## config.mk

```make
export PLATFORM = sky130hd
export DESIGN_NAME = memReqDecode
export DESIGN_NICKNAME = d
export VERILOG_FILES = /design/src/memCtrl_pkg.sv /design/src/memReqDecode.sv
export VERILOG_INCLUDE_DIRS = /design/src
export SDC_FILE = /design/constraint.sdc
export NUM_CORES = 1
export LEC_CHECK = 0
export BUFFER_PORTS_ARGS = -buffer_cell sky130_fd_sc_hd__buf_2
export CAP_MARGIN = 20
export CORE_MARGIN = 2
export CORE_UTILIZATION = 47
export CTS_CLUSTER_DIAMETER = 200
export DETAILED_ROUTE_END_ITERATION = 16
export GPL_ROUTABILITY_DRIVEN = 0
export PLACE_DENSITY = 0.92
export SLEW_MARGIN = 20
export SYNTH_ARGS = -nofsm -noshare
export SYNTH_HDL_FRONTEND = slang
export SYNTH_SLANG_ARGS = --single-unit
```

## constraint.sdc

```tcl
create_clock -name clk -period 13.7 [get_ports clk]
set_input_delay 4.11 -clock clk [delete_from_list [all_inputs] [get_ports clk]]
set_output_delay 4.11 -clock clk [all_outputs]
set_load 0.005 [all_outputs]
```

## src/memCtrl_defines.svh

```systemverilog
`ifndef MEMCTRL_DEFINES_SVH
`define MEMCTRL_DEFINES_SVH

// byte address seen by both requestors
`define MEM_ADDR_W 16

// instruction and data word
`define DATA_W 32

// ram is one byte wide
`define BYTE_W 8

// ram index bits, upper address bits are dropped
`define RAM_ADDR_W 10
`define RAM_DEPTH (1 << `RAM_ADDR_W)

// holds a byte count of 1, 2 or 4
`define LEN_W 3

`endif
```

## src/memCtrl_pkg.sv

```systemverilog
`include "memCtrl_defines.svh"

package memCtrl_pkg;

    typedef enum logic [1:0] {
        opIdle  = 2'd0,
        opFetch = 2'd1,
        opLoad  = 2'd2,
        opStore = 2'd3
    } memOp_t;

    // zero means the port is free
    typedef enum logic [1:0] {
        ownNone  = 2'b00,
        ownData  = 2'b01,
        ownFetch = 2'b10
    } portOwner_t;

    typedef struct packed {
        memOp_t                 op;
        logic [`MEM_ADDR_W-1:0] addr;
        logic [`LEN_W-1:0]      len;
        logic [`DATA_W-1:0]     wdata;
    } memReq_t;

    // travels alongside the byte coming back from the ram
    typedef struct packed {
        logic       valid;
        memOp_t     op;
        logic [1:0] lane;
        logic       last;
    } byteTag_t;

endpackage

```

## src/memReqDecode.sv

```systemverilog
`timescale 1ns/1ps
`include "memCtrl_defines.svh"

module memReqDecode (
    input  logic                     clk,
    input  logic                     rst,
    input  logic                     i_fetchEn,
    input  logic [`MEM_ADDR_W-1:0]   i_fetchAddr,
    input  logic                     i_dataEn,
    input  logic                     i_dataStore,
    input  logic [`LEN_W-1:0]        i_dataLen,
    input  logic [`MEM_ADDR_W-1:0]   i_dataAddr,
    input  logic [`DATA_W-1:0]       i_dataWdata,
    input  logic                     i_seqReady,
    input  logic                     i_seqFinish,
    output memCtrl_pkg::memReq_t     o_req,
    output logic                     o_reqLoad,
    output memCtrl_pkg::portOwner_t  o_portOwner
);

    memCtrl_pkg::memReq_t nextReq;
    logic                 accept;
    // finish delayed to the done cycle
    logic [1:0]           finPipe;

    // port is free only when nobody owns it
    assign accept = i_seqReady && (o_portOwner == memCtrl_pkg::ownNone)
                    && (i_dataEn || i_fetchEn);

    // data side wins a tie
    always_comb begin
        if (i_dataEn) begin
            nextReq.op    = i_dataStore ? memCtrl_pkg::opStore : memCtrl_pkg::opLoad;
            nextReq.addr  = i_dataAddr;
            nextReq.len   = i_dataLen;
            nextReq.wdata = i_dataWdata;
        end else begin
            nextReq.op    = memCtrl_pkg::opFetch;
            nextReq.addr  = i_fetchAddr;
            nextReq.len   = `LEN_W'd4;
            nextReq.wdata = '0;
        end
    end

    always_ff @(posedge clk) begin
        if (accept) begin
            o_req <= nextReq;
        end
    end

    // owner is held until the done pulse has gone out, so a requestor
    // still holding its enable in the done cycle cannot be taken again
    always_ff @(posedge clk) begin
        if (rst) begin
            o_reqLoad   <= 1'b0;
            o_portOwner <= memCtrl_pkg::ownNone;
            finPipe     <= '0;
        end else begin
            o_reqLoad <= accept;
            finPipe   <= {finPipe[0], i_seqFinish};
            if (accept) begin
                o_portOwner <= i_dataEn ? memCtrl_pkg::ownData : memCtrl_pkg::ownFetch;
            end else if (finPipe[1]) begin
                o_portOwner <= memCtrl_pkg::ownNone;
            end
        end
    end

endmodule

```

### After elaboration in Yosys (flattened, before gate mapping)

Index checks and enable logic that the tools add are counted.

| storage, ports and cells | value |
|---|---|
| output and inout port bits | 56 |
| bits in registers | 58 |
| word-level logic and storage cells | 17 |
| bits of input ports | 74 |

| cells by class | value |
|---|---|
| mux-type cells | 5 |
| reduce and logical (&&, ||, !) cells | 5 |

Operator list:

| operator | count |
|---|---|
| $mux W51 | 1 |
| $mux W2 | 3 |
| $logic_and A1 B1 Y1 | 2 |
| $logic_not A2 Y1 | 1 |
| $reduce_bool A2 Y1 | 1 |
| $logic_or A1 B1 Y1 | 1 |
| $mux W1 | 1 |

### Longest topological paths before layout

| depth | value |
|---|---|
| word-level depth | 4 |
| depth in mapped cells | 4 |
| gate-level depth less buffers | 2 |

### Worst setup path after synthesis

Ideal clock, no wire load.

| timing path | value |
|---|---|
| kind | input to register |
| from | input i_dataEn |
| to | register o_req[0] in the netlist's numbering (enable) |
| stages on the path | 4 |
| library setup time | 0.529 ns |
| arrival | 8.036 ns |
| data required time | 13.171 ns |
| path slack | 5.135 ns |
| path buffers | 2 |
| cell sequence | buf_6 > buf_6 > nor2_1 > nor3_1 |

| between the ends | value |
|---|---|
| longest elaborated chain between the ends | 2 |

Ends and longest elaborated chain:

| item | RTL line | source |
|---|---|---|
| start, declared | memReqDecode.sv:9 | `input logic i_dataEn,` |
| $logic_or A1 B1 Y1 | memReqDecode.sv:28 | `&& (i_dataEn \|\| i_fetchEn);` |
| $logic_and A1 B1 Y1 | memReqDecode.sv:28 |  |
| net accept | memReqDecode.sv:22 | `logic accept;` |
| end signal, assigned | memReqDecode.sv:47 | `o_req <= nextReq;` |
| end, declared | memReqDecode.sv:16 | `output memCtrl_pkg::memReq_t o_req,` |

The timed path passes the listed nets, and every way through them passes these cells.
A chain may end at the register's enable or synchronous reset.

### Worst setup path after layout

| timing path | value |
|---|---|
| from | input i_dataEn |
| to | register o_req[16] in the netlist's numbering (enable) |

The elaborated chain is that of the path after synthesis.

==> reports/qor.txt <==
Num CTS Buffers - 9
# IOs - 130
DR pass1 iterations - 4
Hold Buf Count CTS - 0
Clock Skew - 0.007860 ns
Vias - 1531
# placed instances - 321
Worst hold path type - reg -> reg
DRC viols - 0
PwrDens - 120.9 nW/um^2
Register bit count reported by yosys - 58
Grt ovf - 0
Post-route ant nets - 0
CTS tree - done
Seq/Total Area, Yosys - 73.84%
Setup WS post-layout - 8.103 ns
Core area - 4723 um^2
Htree depth - 3
Syn_nets - 203
Syn Area/Cell - 17.76 um^2
Top layer used by detailed routing - met4
Pre-CTS WS - 7.784 ns
Routed WL - 4703 um
Area delta synth->final - 37.08%
Die width - 73.82 um
Post-Synthesis Cell Area - 2291 um^2
Max Clk Rate - 178.7 MHz
RSZ-0062 raised after global routing - no
Initial core utilization - 48.50%
Tightest Pin Transition - 0.6504 ns
Die height - 73.82 um
Tmin final - 5.597 ns
Via density - 4.543
Clock buffer depth - 2
Rows - 25
Routed wl met3 - 354 um
Antenna Cells - 0
Clock Root Buffer - clkbuf_8
Initial antenna violation count - 0
Hold slack - 0.4435 ns
Post-CTS resize count - 0
Tot Pwr - 379.6 uW
CP endpoint kind - flop
Die ar. - 5449 um^2
Worst VDD drop - 99.65 uV
Clock slew at reported path FFs - 0.06 ns
Number of setup buffers added after CTS - 0
Syn Inst Count - 129
Share of cells above drive strength 1 - 60.00%
Post-Place Cell Area - 2983 um^2
Nets@finish - 339
Min-Delay Path Depth - 1
Vias in the first global route - 1481
Final Hold Fails - 0
P_leak - 1.405 nW
Maxcap violations - 0
Status - finished, final reports clean
Cell variety after synth - 17
Final setup TNS - 0 ns
Kind of critical path - in -> reg
Max transition margin - 56.64%
Final setup fails - 0
Drt wl/cell - 13.96 um
Clock sinks - 58
First-pass GRT wire length - 6651 um
Startpoint Class - primary input
Worst-skew pair later-pin latency - 0.31 ns
Worst-path maximum fanout - 56
Drt initial violations - 69
WL met1 - 1716 um
Tot GR Track Use - 17.39%
Final period utilization - 40.85%
Cells on worst reg2reg path - 3
Layout Utilization - 66.49%
Data required time of the worst path - 13.64 ns
Metal2 WL - 2495 um
DP Wirelength - 3479 um
Port bufs - 129
Slew Limit Fails - 0
CP arrival - 5.54 ns
Final Instance Area - 3141 um^2
Syn. warnings - 0
Largest net degree at the start of global routing - 57
Final std cells w/o fill - 337
power breakdown:
| group | internal (mW) | switching [mW] | leakage [nW] | total [mW] |
|---|---|---|---|---|
| logic | 0.0234 | 0.0193 | 0.775 | 0.0427 |
| clock network | 0.0648 | 0.0605 | 0.0801 | 0.125 |
| registers | 0.208 | 0.00322 | 0.550 | 0.212 |
| total | 0.297 | 0.0830 | 1.40 | 0.380 |
cells in the final DEF (no fill, tap or decap):
cell        instances
a21oi_1             1
a41o_1              1
and2_1             34
buf_2             129
buf_4               2
clkbuf_1            3
clkbuf_8            9
clkinv_2            3
clkinvlp_4          1
dfxtp_1             5
edfxtp_1           53
mux2_2              3
mux2_4             13
nand2b_1            4
nand4bb_1           1
nor2_1              3
nor2b_1             2
nor3_2              1
nor3b_1             1
nor4_2              1
cell families (layout without fill, tap and decap cells):
family / Yosys count / count (layout) / synth area share (%)
and+or+nand+nor: 47 / 47 / 13.00
AOI/OAI and AO/OA: 2 / 2 / 0.6552
muxes: 16 / 16 / 9.995
DFF: 58 / 58 / 73.84
buffers and inverters: 6 / 147 / 2.512
registers in the layout, indices dropped and copies added, names as in the netlist:
name / count
o_req: 53
finPipe: 2
o_portOwner: 2
o_reqLoad: 1
final timing paths:
check	startpoint	endpoint	slack, ns
hold reg to reg	finPipe[0]	finPipe[1]	0.44
setup reg to reg	o_portOwner[1]	o_req[16]	12.06
setup / recovery	i_dataEn	o_req[16]	8.10
hold / removal	finPipe[0]	finPipe[1]	0.44
critical path, cell delays in order:
cell and delay (ns):
buf_2 0.08, buf_4 0.45, nor2_1 0.16, nor3_2 0.14, buf_4 0.56
per-layer routing:
metal,vias to the layer above,GRT usage (%)
met2,78,31.85
met1,704,16.61
met5,-,0
met4,0,12.53
li1,737,-
met3,12,4.252
cell type report:
type | count | area [um^2]
Timing Repair Buffer | 131 | 660.6
Multi-Input combinational cell | 65 | 546.8
Clock inverter | 4 | 22.52
Clock buffer | 12 | 135.1
Sequential cell | 58 | 1692
Tap cell | 67 | 83.83
Fill cell | 345 | 1583
synth_stat cells, drive strengths merged:
cell type  count  area share, %
mux2          16             10
and2          34            9.3
nor2           3           0.49
edfxtp        53             69
buf            6            2.5
nor2b          2           0.55
a41o           1           0.44
nor3b          1           0.33
nand4bb        1           0.49
a21oi          1           0.22
nor4           1           0.55
dfxtp          5            4.4
nand2b         4            1.1
nor3           1           0.22
No activity file was read; power rests on OpenSTA's default activity.
