--- src/memCtrl_defines.svh ---
`ifndef MEMCTRL_DEFINES_SVH
`define MEMCTRL_DEFINES_SVH

// byte address seen by both requestors
`define MEM_ADDR_W 16

// instruction and data word
`define DATA_W 32

// ram is one byte wide
`define BYTE_W 8

// ram index bits, upper address bits are dropped
`define RAM_ADDR_W 10
`define RAM_DEPTH (1 << `RAM_ADDR_W)

// holds a byte count of 1, 2 or 4
`define LEN_W 3

`endif
--- src/memCtrl_pkg.sv ---
`include "memCtrl_defines.svh"

package memCtrl_pkg;

    typedef enum logic [1:0] {
        opIdle  = 2'd0,
        opFetch = 2'd1,
        opLoad  = 2'd2,
        opStore = 2'd3
    } memOp_t;

    // zero means the port is free
    typedef enum logic [1:0] {
        ownNone  = 2'b00,
        ownData  = 2'b01,
        ownFetch = 2'b10
    } portOwner_t;

    typedef struct packed {
        memOp_t                 op;
        logic [`MEM_ADDR_W-1:0] addr;
        logic [`LEN_W-1:0]      len;
        logic [`DATA_W-1:0]     wdata;
    } memReq_t;

    // travels alongside the byte coming back from the ram
    typedef struct packed {
        logic       valid;
        memOp_t     op;
        logic [1:0] lane;
        logic       last;
    } byteTag_t;

endpackage

--- src/memResultAssembler.sv ---
`timescale 1ns/1ps
`include "memCtrl_defines.svh"

module memResultAssembler (
    input  logic                   clk,
    input  logic                   rst,
    input  memCtrl_pkg::byteTag_t  i_tag,
    input  logic [`BYTE_W-1:0]     i_ramRdata,
    output logic                   o_fetchDone,
    output logic [`DATA_W-1:0]     o_fetchInst,
    output logic                   o_dataDone,
    output logic [`DATA_W-1:0]     o_dataRdata
);

    logic [`DATA_W-1:0] word;
    logic [`DATA_W-1:0] merged;
    logic               finish;

    // lane 0 starts a fresh word, upper bytes stay zero on short loads
    always_comb begin
        merged = (i_tag.lane == 2'd0) ? '0 : word;
        merged[i_tag.lane * `BYTE_W +: `BYTE_W] = i_ramRdata;
    end

    assign finish = i_tag.valid && i_tag.last;

    always_ff @(posedge clk) begin
        if (i_tag.valid) begin
            word <= merged;
        end
    end

    // results only change with their done pulse
    always_ff @(posedge clk) begin
        if (finish && (i_tag.op == memCtrl_pkg::opFetch)) begin
            o_fetchInst <= merged;
        end
        if (finish && (i_tag.op != memCtrl_pkg::opFetch)) begin
            o_dataRdata <= (i_tag.op == memCtrl_pkg::opStore) ? '0 : merged;
        end
    end

    always_ff @(posedge clk) begin
        if (rst) begin
            o_fetchDone <= 1'b0;
            o_dataDone  <= 1'b0;
        end else begin
            o_fetchDone <= finish && (i_tag.op == memCtrl_pkg::opFetch);
            o_dataDone  <= finish && (i_tag.op != memCtrl_pkg::opFetch);
        end
    end

endmodule

--- config.mk ---
export PLATFORM = sky130hd
export DESIGN_NAME = memResultAssembler
export DESIGN_NICKNAME = d
export VERILOG_FILES = /design/src/memCtrl_pkg.sv /design/src/memResultAssembler.sv
export VERILOG_INCLUDE_DIRS = /design/src
export SDC_FILE = /design/constraint.sdc
export NUM_CORES = 1
export LEC_CHECK = 0
export ABC_AREA = 1
export BUFFER_PORTS_ARGS = -buffer_cell sky130_fd_sc_hd__buf_2
export CORE_UTILIZATION = 40
export CTS_CLUSTER_SIZE = 24
export DETAILED_ROUTE_END_ITERATION = 6
export GPL_TIMING_DRIVEN = 1
export HOLD_SLACK_MARGIN = 0.05
export SLEW_MARGIN = 5
export SYNTH_ARGS = -nofsm -noshare
export SYNTH_HDL_FRONTEND = slang
export SYNTH_SLANG_ARGS = --single-unit
--- constraint.sdc ---
create_clock -name clk -period 3.3 [get_ports clk]
set_input_delay 0.165 -clock clk [delete_from_list [all_inputs] [get_ports clk]]
set_output_delay 0.165 -clock clk [all_outputs]
set_load 0.005 [all_outputs]
[After elaboration in Yosys (flattened, before gate mapping)]
Cells that the tools add are included.
Cells by class
  add/subtract/negate cells: 1
  eq/ne operators: 3
  shift operators: 2
  mux-type cells: 2
  reductions and logical operators: 4
Operators with widths (number)
  negation 5 -> 34 bit: 1
  variable shift 8 x 34 -> 32 bit, first input constant: 1
  variable part select 8 x 34 -> 32 bit: 1
  bitwise mux 32 bit: 1
  2-to-1 mux 32 bit: 1
  logical AND 1 bit: 3
  == test 2 x 1 -> 1 bit, second input constant: 1
  == test 2 bit, second input constant: 1
  logical NOT 2 bit: 1
  inequality test 2 x 1 -> 1 bit, second input constant: 1
Storage, ports and cells
  register bits: 98
  word-level logic and storage cells: 17

[Depth between registers and ports, before layout]
  word-level depth: 3
  depth in mapped cells: 11
  depth with buffers taken out: 8

[Worst setup path before layout]
Ideal clock, no wire load.
  path type: input to register
  from: input i_tag[5] (netlist bit)
  to: register o_fetchInst[0], enable pin
  library setup time: 461 ps
  arrival time: 2458 ps
  required time: 2839 ps
  path slack: 380 ps
  stages on the path: 2
  buffers on the path: 0
  cells stage by stage: nand2_1 -> nor3_1
On the way
  longest elaborated chain between the ends: 2
Ends and longest elaborated chain
  from (decl): RTL line memResultAssembler.sv:7  | input memCtrl_pkg::byteTag_t i_tag,
  logical AND 1 bit: RTL line memResultAssembler.sv:25  | assign finish = i_tag.valid && i_tag.last;
  logical AND 1 bit: RTL line memResultAssembler.sv:35  | if (finish && (i_tag.op == memCtrl_pkg::opFetch)) begin
  to (signal assigned): RTL line memResultAssembler.sv:36  | o_fetchInst <= merged;
  to (decl): RTL line memResultAssembler.sv:10  | output logic [`DATA_W-1:0] o_fetchInst,
Every way passes these cells.
A chain may end at the register's enable or synchronous reset.

[Worst setup path after layout]
  from: input i_tag[1] (netlist bit)
  to: register o_dataRdata[26], data pin
On the way
  longest elaborated chain between the ends: 3
  elaborated cells between the ends (all ways): 6
Ends and longest elaborated chain
  negation 5 -> 34 bit / logical NOT 2 bit (equally long branches): RTL line memResultAssembler.sv:22, memResultAssembler.sv:21
  variable part select 8 x 34 -> 32 bit, or another cell as far along: RTL line memResultAssembler.sv:22  | merged[i_tag.lane * `BYTE_W +: `BYTE_W] = i_ramRdata;
  bitwise mux 32 bit (*): RTL line memResultAssembler.sv:22
  to (signal assigned): RTL line memResultAssembler.sv:39  | o_dataRdata <= (i_tag.op == memCtrl_pkg::opStore) ? '0 : merged;
  to (decl): RTL line memResultAssembler.sv:12  | output logic [`DATA_W-1:0] o_dataRdata
Mark *: on every way between the ends. The rest lies on a longest branch, timed or not.

==> metrics.cfg <==
[worst_setup_path]
crit_type=in2reg
startpoint=i_tag[1]
cp.required_ns=3.47
worstRegToRegCells=4
endpoint_kind=register
ff2ff_setup_slack_ns=2.34
rr_startpoint=word[18]
cp_max_fo=19
cp_data_arrival_time_ns=1.73
endpoint=o_dataRdata[26]
crit_path_start_kind=input port
r2r_end=o_dataRdata[18]

[logic_synthesis]
ys_types=18
ys_seq_area_frac=0.752
synth_seq_cells=98
syn_nets=339
syn_area_per_cell_um2=12.2
synth_warnings=0
syn_area_um2=3890
synth_cells=318

[clock_tree]
cts-root-buf=clkbuf_8
cts.repair.resized=0
cts-buffers-inserted=9
clk_latency_ns=0.35
cts.reportedPaths.clkPinSlew_ns=0.10
h-tree-depth=3
cts_tree=built
post_cts_buffers=0
cts_sinks=98
holdBufCountCts=2
cts_buffer_depth=2

[routing]
drtIter0Drc=103
drtPass1Iterations=4
drc=0
antenna_left=0
routed-via-count=2506
viasPerCell=4.65
routedWlPerCell_um=14.3
routed_wl_um=7730

[sta]
fmax_ghz=0.643
min_period_ns=1.56
worst_clock_skew_ns=0.0117
slew_viol_final=0
rsz0062_at_grt=false
hold_viol_final=0
tns_ns=0
finalCritPeriodShare=0.471
setup_viol_count_final=0
tightestPinTransition_ns=1.08
slew_headroom=0.280

[floorplanning]
die_w_um=101
io_pins=82
die-area_um2=10100
rows=35
initial_core_util=0.417
dieHeight_um=101
core_um2=9330

[power_and_ir_drop]
pwr_density_cell_nw_per_um2=533
power.leakage_nw=2.05
finalPower_mw=2.48
peakVddDrop_uv=241

[run_status]
outcome=completed

[hold_path]
hold_path.class=in2reg

[grt]
grt_remaining_overflow=0
antenna_found_initial=1
gr-usage-all-layers=0.166
grt_pass1_vias=2387
grt_max_degree=33
grt_pass1_wl_um=12300

[place]
dp.final_hpwl_um=5330
numPortBuffers=81
gp_congestion=0.806

[cells_and_area]
antenna_cells=0
area_growth_pct=19.9
drive_gt1_frac=0.261
nets=426

[job]
maxCapViolCount=0

-- per-layer routing --
metal,up-vias,routed length (um),GRT usage
met5,-,13,0
met4,2,127,0.0635
met3,14,397,0.0402
met2,74,3590,0.258
met1,1175,3600,0.225
li1,1241,-,-
-- report_power, final --
part | total, mW | internal [mW] | leakage [nW] | switching, mW
clock network | 0.834 | 0.432 | 0.107 | 0.402
logic | 0.198 | 0.0628 | 0.991 | 0.135
registers | 1.45 | 1.44 | 0.949 | 0.0131
total | 2.48 | 1.93 | 2.05 | 0.550
-- cell families after synthesis --
kind of cell | synth area share
AND/OR/NAND/NOR | 0.156
flip-flops | 0.752
adder cells (fa/ha/maj) | 0.0161
buffers and inverters | 0.0457
AO/OA/AOI/OAI | 0.0309
-- cells in the mapped netlist --
master | number | area share
ha_1 | 5 | 0.016
nand2_1 | 91 | 0.088
buf_4 | 1 | 0.0019
nor2_1 | 35 | 0.034
nor4_1 | 1 | 0.0016
clkbuf_1 | 3 | 0.0029
clkbuf_2 | 1 | 0.0013
inv_2 | 1 | 0.00096
nor2_4 | 1 | 0.0029
nand3_1 | 16 | 0.021
dfxtp_1 | 2 | 0.010
buf_6 | 2 | 0.0058
nor3_1 | 2 | 0.0026
inv_1 | 30 | 0.029
nor2_2 | 4 | 0.0064
a21oi_1 | 24 | 0.031
edfxtp_1 | 96 | 0.74
buf_2 | 3 | 0.0039
-- layout make-up --
| class | count | area, um^2 |
|---|---|---|
| clock buffers | 10 | 128 |
| clock inverters | 6 | 90.1 |
| flip-flops and latches | 98 | 2920 |
| fillers | 850 | 4670 |
| well taps | 129 | 161 |
| repair buffers | 86 | 448 |
| inverters | 31 | 116 |
| multi-input cells | 179 | 796 |
-- per-stage QoR --
stage	std cells	utilization	area, um^2	setup slack, ns	hold slack (ns)
2_1_floorplan	318	-	3890	0.380	0.243
3_5_place_dp	521	0.474	4420	1.41	0.357
3_3_place_gp	521	0.474	4420	1.47	0.346
5_1_grt	539	0.500	4660	1.53	0.179
6_report	539	0.500	4660	1.74	0.154
4_1_cts	539	0.500	4660	1.78	0.147
-- placed cells by master, fill, tap and decap left out, types with 2 or more instances in the layout --
cell type	netlist	layout
edfxtp_1	96	96
buf_2	3	81
nand3_1	16	16
nor2_1	35	34
inv_6	0	2
a21oi_1	24	24
dfxtp_1	2	2
buf_4	1	3
bufinv_16	0	2
dlygate4sd3_1	0	2
nand2_1	91	91
inv_1	30	30
nor2_2	4	5
clkbuf_8	0	9
ha_1	5	5
-- flip-flops by register name, summed over array words and instances (netlist names) --
name	flops
o_dataRdata	32
o_fetchDone	1
word	32
o_dataDone	1
o_fetchInst	32
-- how the worst min path moves through the flow --
stage | slack, ns | endpoint | start | cells after the start
6_report | 0.15 | o_dataDone | i_tag[0] | 3
5_1_grt | 0.18 | o_dataDone | i_tag[0] | 3
4_1_cts | 0.15 | o_dataDone | i_tag[0] | 3
3_5_place_dp | 0.36 | o_dataDone | rst | 2
3_3_place_gp | 0.35 | o_fetchDone | rst | 2
2_1_floorplan | 0.24 | o_fetchDone | i_tag[4] | 1
-- worst max-delay path, cell delays in order --
cell and delay [ns]:
buf_2 0.27, inv_1 0.14, ha_1 0.38, nor2_1 0.38
nand3_1 0.18, a21oi_1 0.22
Power figures use the tool's default switching activity.
