## config.mk

```make
export PLATFORM = sky130hd
export DESIGN_NAME = memByteSequencer
export DESIGN_NICKNAME = d
export VERILOG_FILES = /design/src/memCtrl_pkg.sv /design/src/memByteSequencer.sv
export VERILOG_INCLUDE_DIRS = /design/src
export SDC_FILE = /design/constraint.sdc
export NUM_CORES = 1
export LEC_CHECK = 0
export ABC_CLOCK_PERIOD_IN_PS = 2400
export BUFFER_PORTS_ARGS = -buffer_cell sky130_fd_sc_hd__buf_2
export CELL_PAD_IN_SITES_DETAIL_PLACEMENT = 0
export CELL_PAD_IN_SITES_GLOBAL_PLACEMENT = 1
export CORE_ASPECT_RATIO = 0.75
export CORE_MARGIN = 2
export CORE_UTILIZATION = 24
export CTS_BUF_LIST = sky130_fd_sc_hd__clkbuf_4 sky130_fd_sc_hd__clkbuf_8 sky130_fd_sc_hd__clkbuf_16
export DETAILED_ROUTE_END_ITERATION = 16
export HOLD_SLACK_MARGIN = 0.1
export PLACE_DENSITY_LB_ADDON = 0.25
export SETUP_SLACK_MARGIN = 0.5
export SYNTH_ARGS = -nofsm -noshare
export SYNTH_HDL_FRONTEND = slang
export SYNTH_SLANG_ARGS = --single-unit
```

## constraint.sdc

```tcl
create_clock -name clk -period 2.4 [get_ports clk]
set_clock_uncertainty 0.15 [all_clocks]
set_input_delay 0.12 -clock clk [delete_from_list [all_inputs] [get_ports clk]]
set_output_delay 0.12 -clock clk [all_outputs]
set_load 0.005 [all_outputs]
```

## src/memCtrl_defines.svh

```systemverilog
`ifndef MEMCTRL_DEFINES_SVH
`define MEMCTRL_DEFINES_SVH

// byte address seen by both requestors
`define MEM_ADDR_W 16

// instruction and data word
`define DATA_W 32

// ram is one byte wide
`define BYTE_W 8

// ram index bits, upper address bits are dropped
`define RAM_ADDR_W 10
`define RAM_DEPTH (1 << `RAM_ADDR_W)

// holds a byte count of 1, 2 or 4
`define LEN_W 3

`endif
```

## src/memCtrl_pkg.sv

```systemverilog
`include "memCtrl_defines.svh"

package memCtrl_pkg;

    typedef enum logic [1:0] {
        opIdle  = 2'd0,
        opFetch = 2'd1,
        opLoad  = 2'd2,
        opStore = 2'd3
    } memOp_t;

    // zero means the port is free
    typedef enum logic [1:0] {
        ownNone  = 2'b00,
        ownData  = 2'b01,
        ownFetch = 2'b10
    } portOwner_t;

    typedef struct packed {
        memOp_t                 op;
        logic [`MEM_ADDR_W-1:0] addr;
        logic [`LEN_W-1:0]      len;
        logic [`DATA_W-1:0]     wdata;
    } memReq_t;

    // travels alongside the byte coming back from the ram
    typedef struct packed {
        logic       valid;
        memOp_t     op;
        logic [1:0] lane;
        logic       last;
    } byteTag_t;

endpackage

```

## src/memByteSequencer.sv

```systemverilog
`timescale 1ns/1ps
`include "memCtrl_defines.svh"

module memByteSequencer (
    input  logic                    clk,
    input  logic                    rst,
    input  logic                    i_rdy,
    input  logic                    i_ioBufferFull,
    input  memCtrl_pkg::memReq_t    i_req,
    input  logic                    i_reqLoad,
    output logic                    o_seqReady,
    output logic                    o_seqFinish,
    output logic [`MEM_ADDR_W-1:0]  o_ramAddr,
    output logic                    o_ramWe,
    output logic [`BYTE_W-1:0]      o_ramWdata,
    output memCtrl_pkg::byteTag_t   o_tag
);

    typedef enum logic {
        seqIdle = 1'b0,
        seqBusy = 1'b1
    } seqState_t;

    seqState_t  state;
    logic [1:0] count;
    logic       step;
    logic       issue;
    logic       lastByte;

    // the only place the stall condition is looked at
    assign step     = i_rdy && !i_ioBufferFull;
    assign issue    = (state == seqBusy) && step;
    assign lastByte = ({1'b0, count} == (i_req.len - `LEN_W'd1));

    assign o_seqReady  = (state == seqIdle) && step;
    assign o_seqFinish = issue && lastByte;

    // address holds still while stalled
    assign o_ramAddr  = i_req.addr + `MEM_ADDR_W'(count);
    assign o_ramWe    = issue && (i_req.op == memCtrl_pkg::opStore);
    // little endian, lane 0 is the low byte
    assign o_ramWdata = i_req.wdata[count * `BYTE_W +: `BYTE_W];

    always_ff @(posedge clk) begin
        if (rst) begin
            state <= seqIdle;
            count <= '0;
        end else begin
            case (state)
                seqIdle: begin
                    if (i_reqLoad) begin
                        state <= seqBusy;
                        count <= '0;
                    end
                end
                seqBusy: begin
                    if (step) begin
                        count <= count + 2'd1;
                        if (lastByte) begin
                            state <= seqIdle;
                        end
                    end
                end
                default: begin
                    state <= seqIdle;
                end
            endcase
        end
    end

    // one cycle behind the address, lines up with ram read data
    always_ff @(posedge clk) begin
        if (rst) begin
            o_tag.valid <= 1'b0;
        end else begin
            o_tag.valid <= issue;
            o_tag.op    <= i_req.op;
            o_tag.lane  <= count;
            o_tag.last  <= lastByte;
        end
    end

endmodule

```

# [Word level (Yosys, flattened, before mapping)]
# Cells that the tools add are included.
[totals] regBits=9 input_bits=58 out_inout_bits=33 elab_cells=29
[op_classes] n_addsub=3 eq_ne=4 n_shift=1 mux=7 bitwise_logic=1 reduce_logical=7
[ops] cell="32-bit by 6-bit variable part select with 8-bit output" count=1
[ops] cell="16-bit by 2-bit adder with 16-bit output" count=1
[ops] cell="1-bit logical AND" count=5
[ops] cell="2-bit 2-to-1 mux" count=2
[ops] cell="2-bit case mux with 2 select lines" count=1
[ops] cell="2-bit by 3-bit == test with 1-bit output" count=1
[ops] cell="1-bit 2-to-1 mux" count=3
[ops] cell="3-bit by 1-bit subtractor with 3-bit output, second input constant" count=1
[ops] cell="2-bit by 1-bit adder with 2-bit output, second input constant" count=1
[ops] cell="2-bit == test, second input constant" count=1
[ops] cell="2-bit by 1-bit != test with 1-bit output, second input constant" count=1
[ops] cell="2-bit != test, second input constant" count=1
[ops] cell="1-bit case mux with 2 select lines" count=1
[ops] cell="2-bit AND reduction" count=1
[ops] cell="1-bit logical NOT" count=1
[ops] cell="1-bit NOT" count=1

# [Longest topological paths before layout]
[logic_depth] word_depth=5 ltp_mapped=7 depth_no_buf=7

# [Worst setup path before layout]
# No wires, ideal clock.
[synth_timing] path_kind="register to output" start="reg count[1]" end="out o_ramAddr[10]" arrival_ns=1.762 required_ns=2.130 setup_slack_ns=0.368 stages_incl_launch_ff=8 n_path_buf=1 path_cell_list="dfxtp_1 > buf_2 > inv_1 > fa_1 > and2b_1 > and3_4 > nand4_1 > xnor2_1"
[synth_between] elab_chain_cells=1
[synth_rtl] item="from (decl)" line="memByteSequencer.sv:25" text="logic [1:0] count;"
[synth_rtl] item="from (signal assigned)" line="memByteSequencer.sv:58" text="count <= count + 2'd1;"
[synth_rtl] item="16-bit by 2-bit adder with 16-bit output" line="memByteSequencer.sv:39" text="assign o_ramAddr = i_req.addr + `MEM_ADDR_W'(count);"
[synth_rtl] item="to (decl)" line="memByteSequencer.sv:13" text="output logic [`MEM_ADDR_W-1:0] o_ramAddr,"
# Every way passes these cells.

# [Worst setup path in the final report]
[layout_timing] start="reg count[0]" end="out o_ramAddr[10]"
# Same word-level chain as after synthesis.

==> impl_metrics.yaml <==
status:
  status: "finished, final reports clean"
cells_and_area:
  drive_gt1_share_pct: 68.4
  multi_input_area_um2: 698
  regArea_um2: 238
  instances_no_fill: 245
  fillers: 371
  antenna_cells: 0
  nNetsFinal: 256
  final_util_pct: 46.0
  fin_area_mm2: 0.00167
  syn2layout_area_growth_pct: 85.6
power_and_ir_drop:
  leakage_nw: 0.825
  peakVddDrop_mv: 0.203
  power_uw: 533
  power.density_mw_per_mm2: 319
clocking:
  clockBufferDepth: 2
  cts_root_buf: "clkbuf_8"
  cts_buffers: 3
  clkLatencyLatePin_ps: 230
  clk_pin_slew_worst_paths_ps: 50
  cts_tree: "built"
  htree_num_levels: 1
  clock_sinks: 9
global_route:
  grt_pass1_wl_um: 4580
  antenna_found_initial: 0
  grt_usage_pct: 13.6
  grt_overflow: 0
  grt_max_degree: 15
  grt_pass1_vias: 1039
sta:
  rsz0062_at_grt: "yes"
  fmax_ghz: 0.463
  setup_tns_ps: 0
  setup_viol: 0
  whs_ps: 113
  drv_slew: 0
  max_slew_margin_pct: 83.3
  hold_viol: 0
  fin_ws_ps: 239
  fin_crit_sh_pct: 90.1
  finalCriticalPeriod_ps: 2160
  tightest_slew_ps: 248
place:
  port_buffers: 90
  pre_cts_ws_ps: 402
  post_dp_cell_area_mm2: 0.00143
  dpl.hpwl_um: 2340
  gp_congestion: 0.737
  place_inst: 228
setup_path:
  start_kind: "flip-flop"
  cp_max_fo: 4
  crit_path_end_kind: "output pin"
  critPathRequiredTime_ps: 2130
  path_class: "flip-flop to output pin"
  cp.arrival_ps: 1890
route:
  detail_route.wirelength_um: 2860
  routed-via-count: 1073
  avgViaCountPerCell: 4.38
  first_iter_violations: 25
  postRouteAntennaNets: 0
  wl_per_cell_um: 11.7
  drcViolationCount: 0
  first_pass_iters: 4
run:
  drv_cap: 0
synthesis:
  synth_edf_count: 5
  yosys-top-cells-area: "mux4_2 20%, edfxtp_1 17%, xnor2_1 14%"
  synthesis.area_um2: 901
  dominantRegCellSynth: "edfxtp_1"
  yosysTopAreaCellShare_pct: 20.0
  yosysTopAreaCell: "mux4_2"
  ys_types: 28
  async_flop_share_pct: 0
  syn_area_per_cell_um2: 10.5
  ys_seq_elements: 9
  syn-num-nets: 148
  synth.yosys.seq_area_share_pct: 25.6
  syn_inst: 86
  synth_warnings: 0
floorplanning:
  die_height_um: 57.1
  die_area_mm2: 0.00426
  start_util_pct: 24.8
  die_w_um: 74.7
  io_pins: 91
  rows: 19
  core-area_mm2: 0.00364
hold_path:
  hold_class: "input port to flip-flop"
timing repair:
action	in CTS	in global routing
hold endpoints to repair	5	0
gates resized for setup	15	3
pin swaps	16	8
setup endpoints to repair	13	13
hold buffers	4	0
setup buffers	8	1
cells in the final DEF, fill, tap and decap left out, types with 2 or more instances in the layout:
master,Yosys,layout
a211oi_1,2,2
nand4_1,3,3
edfxtp_1,5,5
and2_1,2,2
dfxtp_1,4,2
clkbuf_8,0,3
a21oi_1,2,2
dlygate4sd3_1,0,4
and3_1,3,3
nand2_1,6,4
nand2_2,0,2
xor2_1,3,3
buf_4,1,6
mux4_2,8,8
buf_6,0,5
nor3_1,2,2
dfxtp_4,0,2
inv_1,8,7
ha_4,0,2
nor2_1,4,3
xnor2_1,14,12
xnor2_2,0,2
nor3_2,2,2
nand2b_4,0,2
buf_2,1,90
critical path: stages (launching register included):
cell,delay [ps]
dfxtp_4,350
ha_4,130
inv_2,30
fa_2,330
and2b_1,230
and3_4,210
nand4_1,90
xnor2_1,160
buf_2,130
Yosys cell counts (3+ instances only):
master	instances
inv_1	8
nand4_1	3
nor2_1	4
ha_1	3
dfxtp_1	4
and3_1	3
xor2_1	3
edfxtp_1	5
nand2_1	6
nand2b_1	3
xnor2_1	14
mux4_2	8
path summary, 6_finish.rpt:
| check | startpoint | end | cells after the start | slack (ps) |
|---|---|---|---|---|
| worst max register to register | count[0] | state | 5 | 1020 |
| worst min register to register | state | o_tag[5] | 1 | 400 |
| worst max-delay path | count[0] | o_ramAddr[10] | 8 | 240 |
| worst min-delay path | i_ioBufferFull | o_tag[5] | 3 | 110 |
registers in the layout (all words and copies together), names as in the netlist:
signal,count
o_tag,6
state,1
count,2
layer usage:
layer	part of all wire (%)	vias up	track usage [%]
met4	0.42	0	3.06
met3	4.0	2	4.06
li1	-	525	-
met5	0	-	0
met2	52	27	22.5
met1	43	519	17.5
final cells by class:
cell class              instances  share of cell area, %
clock buffers                   4                   2.92
inverters                       8                   1.80
multi-input cells              67                   41.8
flip-flops and latches          9                   14.2
well taps                      52                   3.89
repair buffers                105                   35.4
report_power, final:
part           switching [mW]  internal, mW  leakage (nW)  total [mW]
Clock                  0.0614         0.127        0.0262       0.189
Sequential            0.00366         0.170        0.0847       0.174
Combinational          0.0707        0.0995         0.714       0.170
kinds of logic (layout without fill, tap and decap cells):
| logic type | count (synthesis) | count (layout) | share of synthesized area [%] |
|---|---|---|---|
| AND/OR/NAND/NOR | 33 | 33 | 23.2 |
| XOR/XNOR | 17 | 17 | 16.5 |
| buffers and inverters | 10 | 117 | 4.72 |
| flip-flops | 9 | 9 | 25.6 |
| multiplexers | 8 | 8 | 20.0 |
| AO/OA/AOI/OAI | 5 | 5 | 3.61 |
| adder cells (fa/ha/maj) | 4 | 4 | 6.39 |
Power figures use the tool's default switching activity.
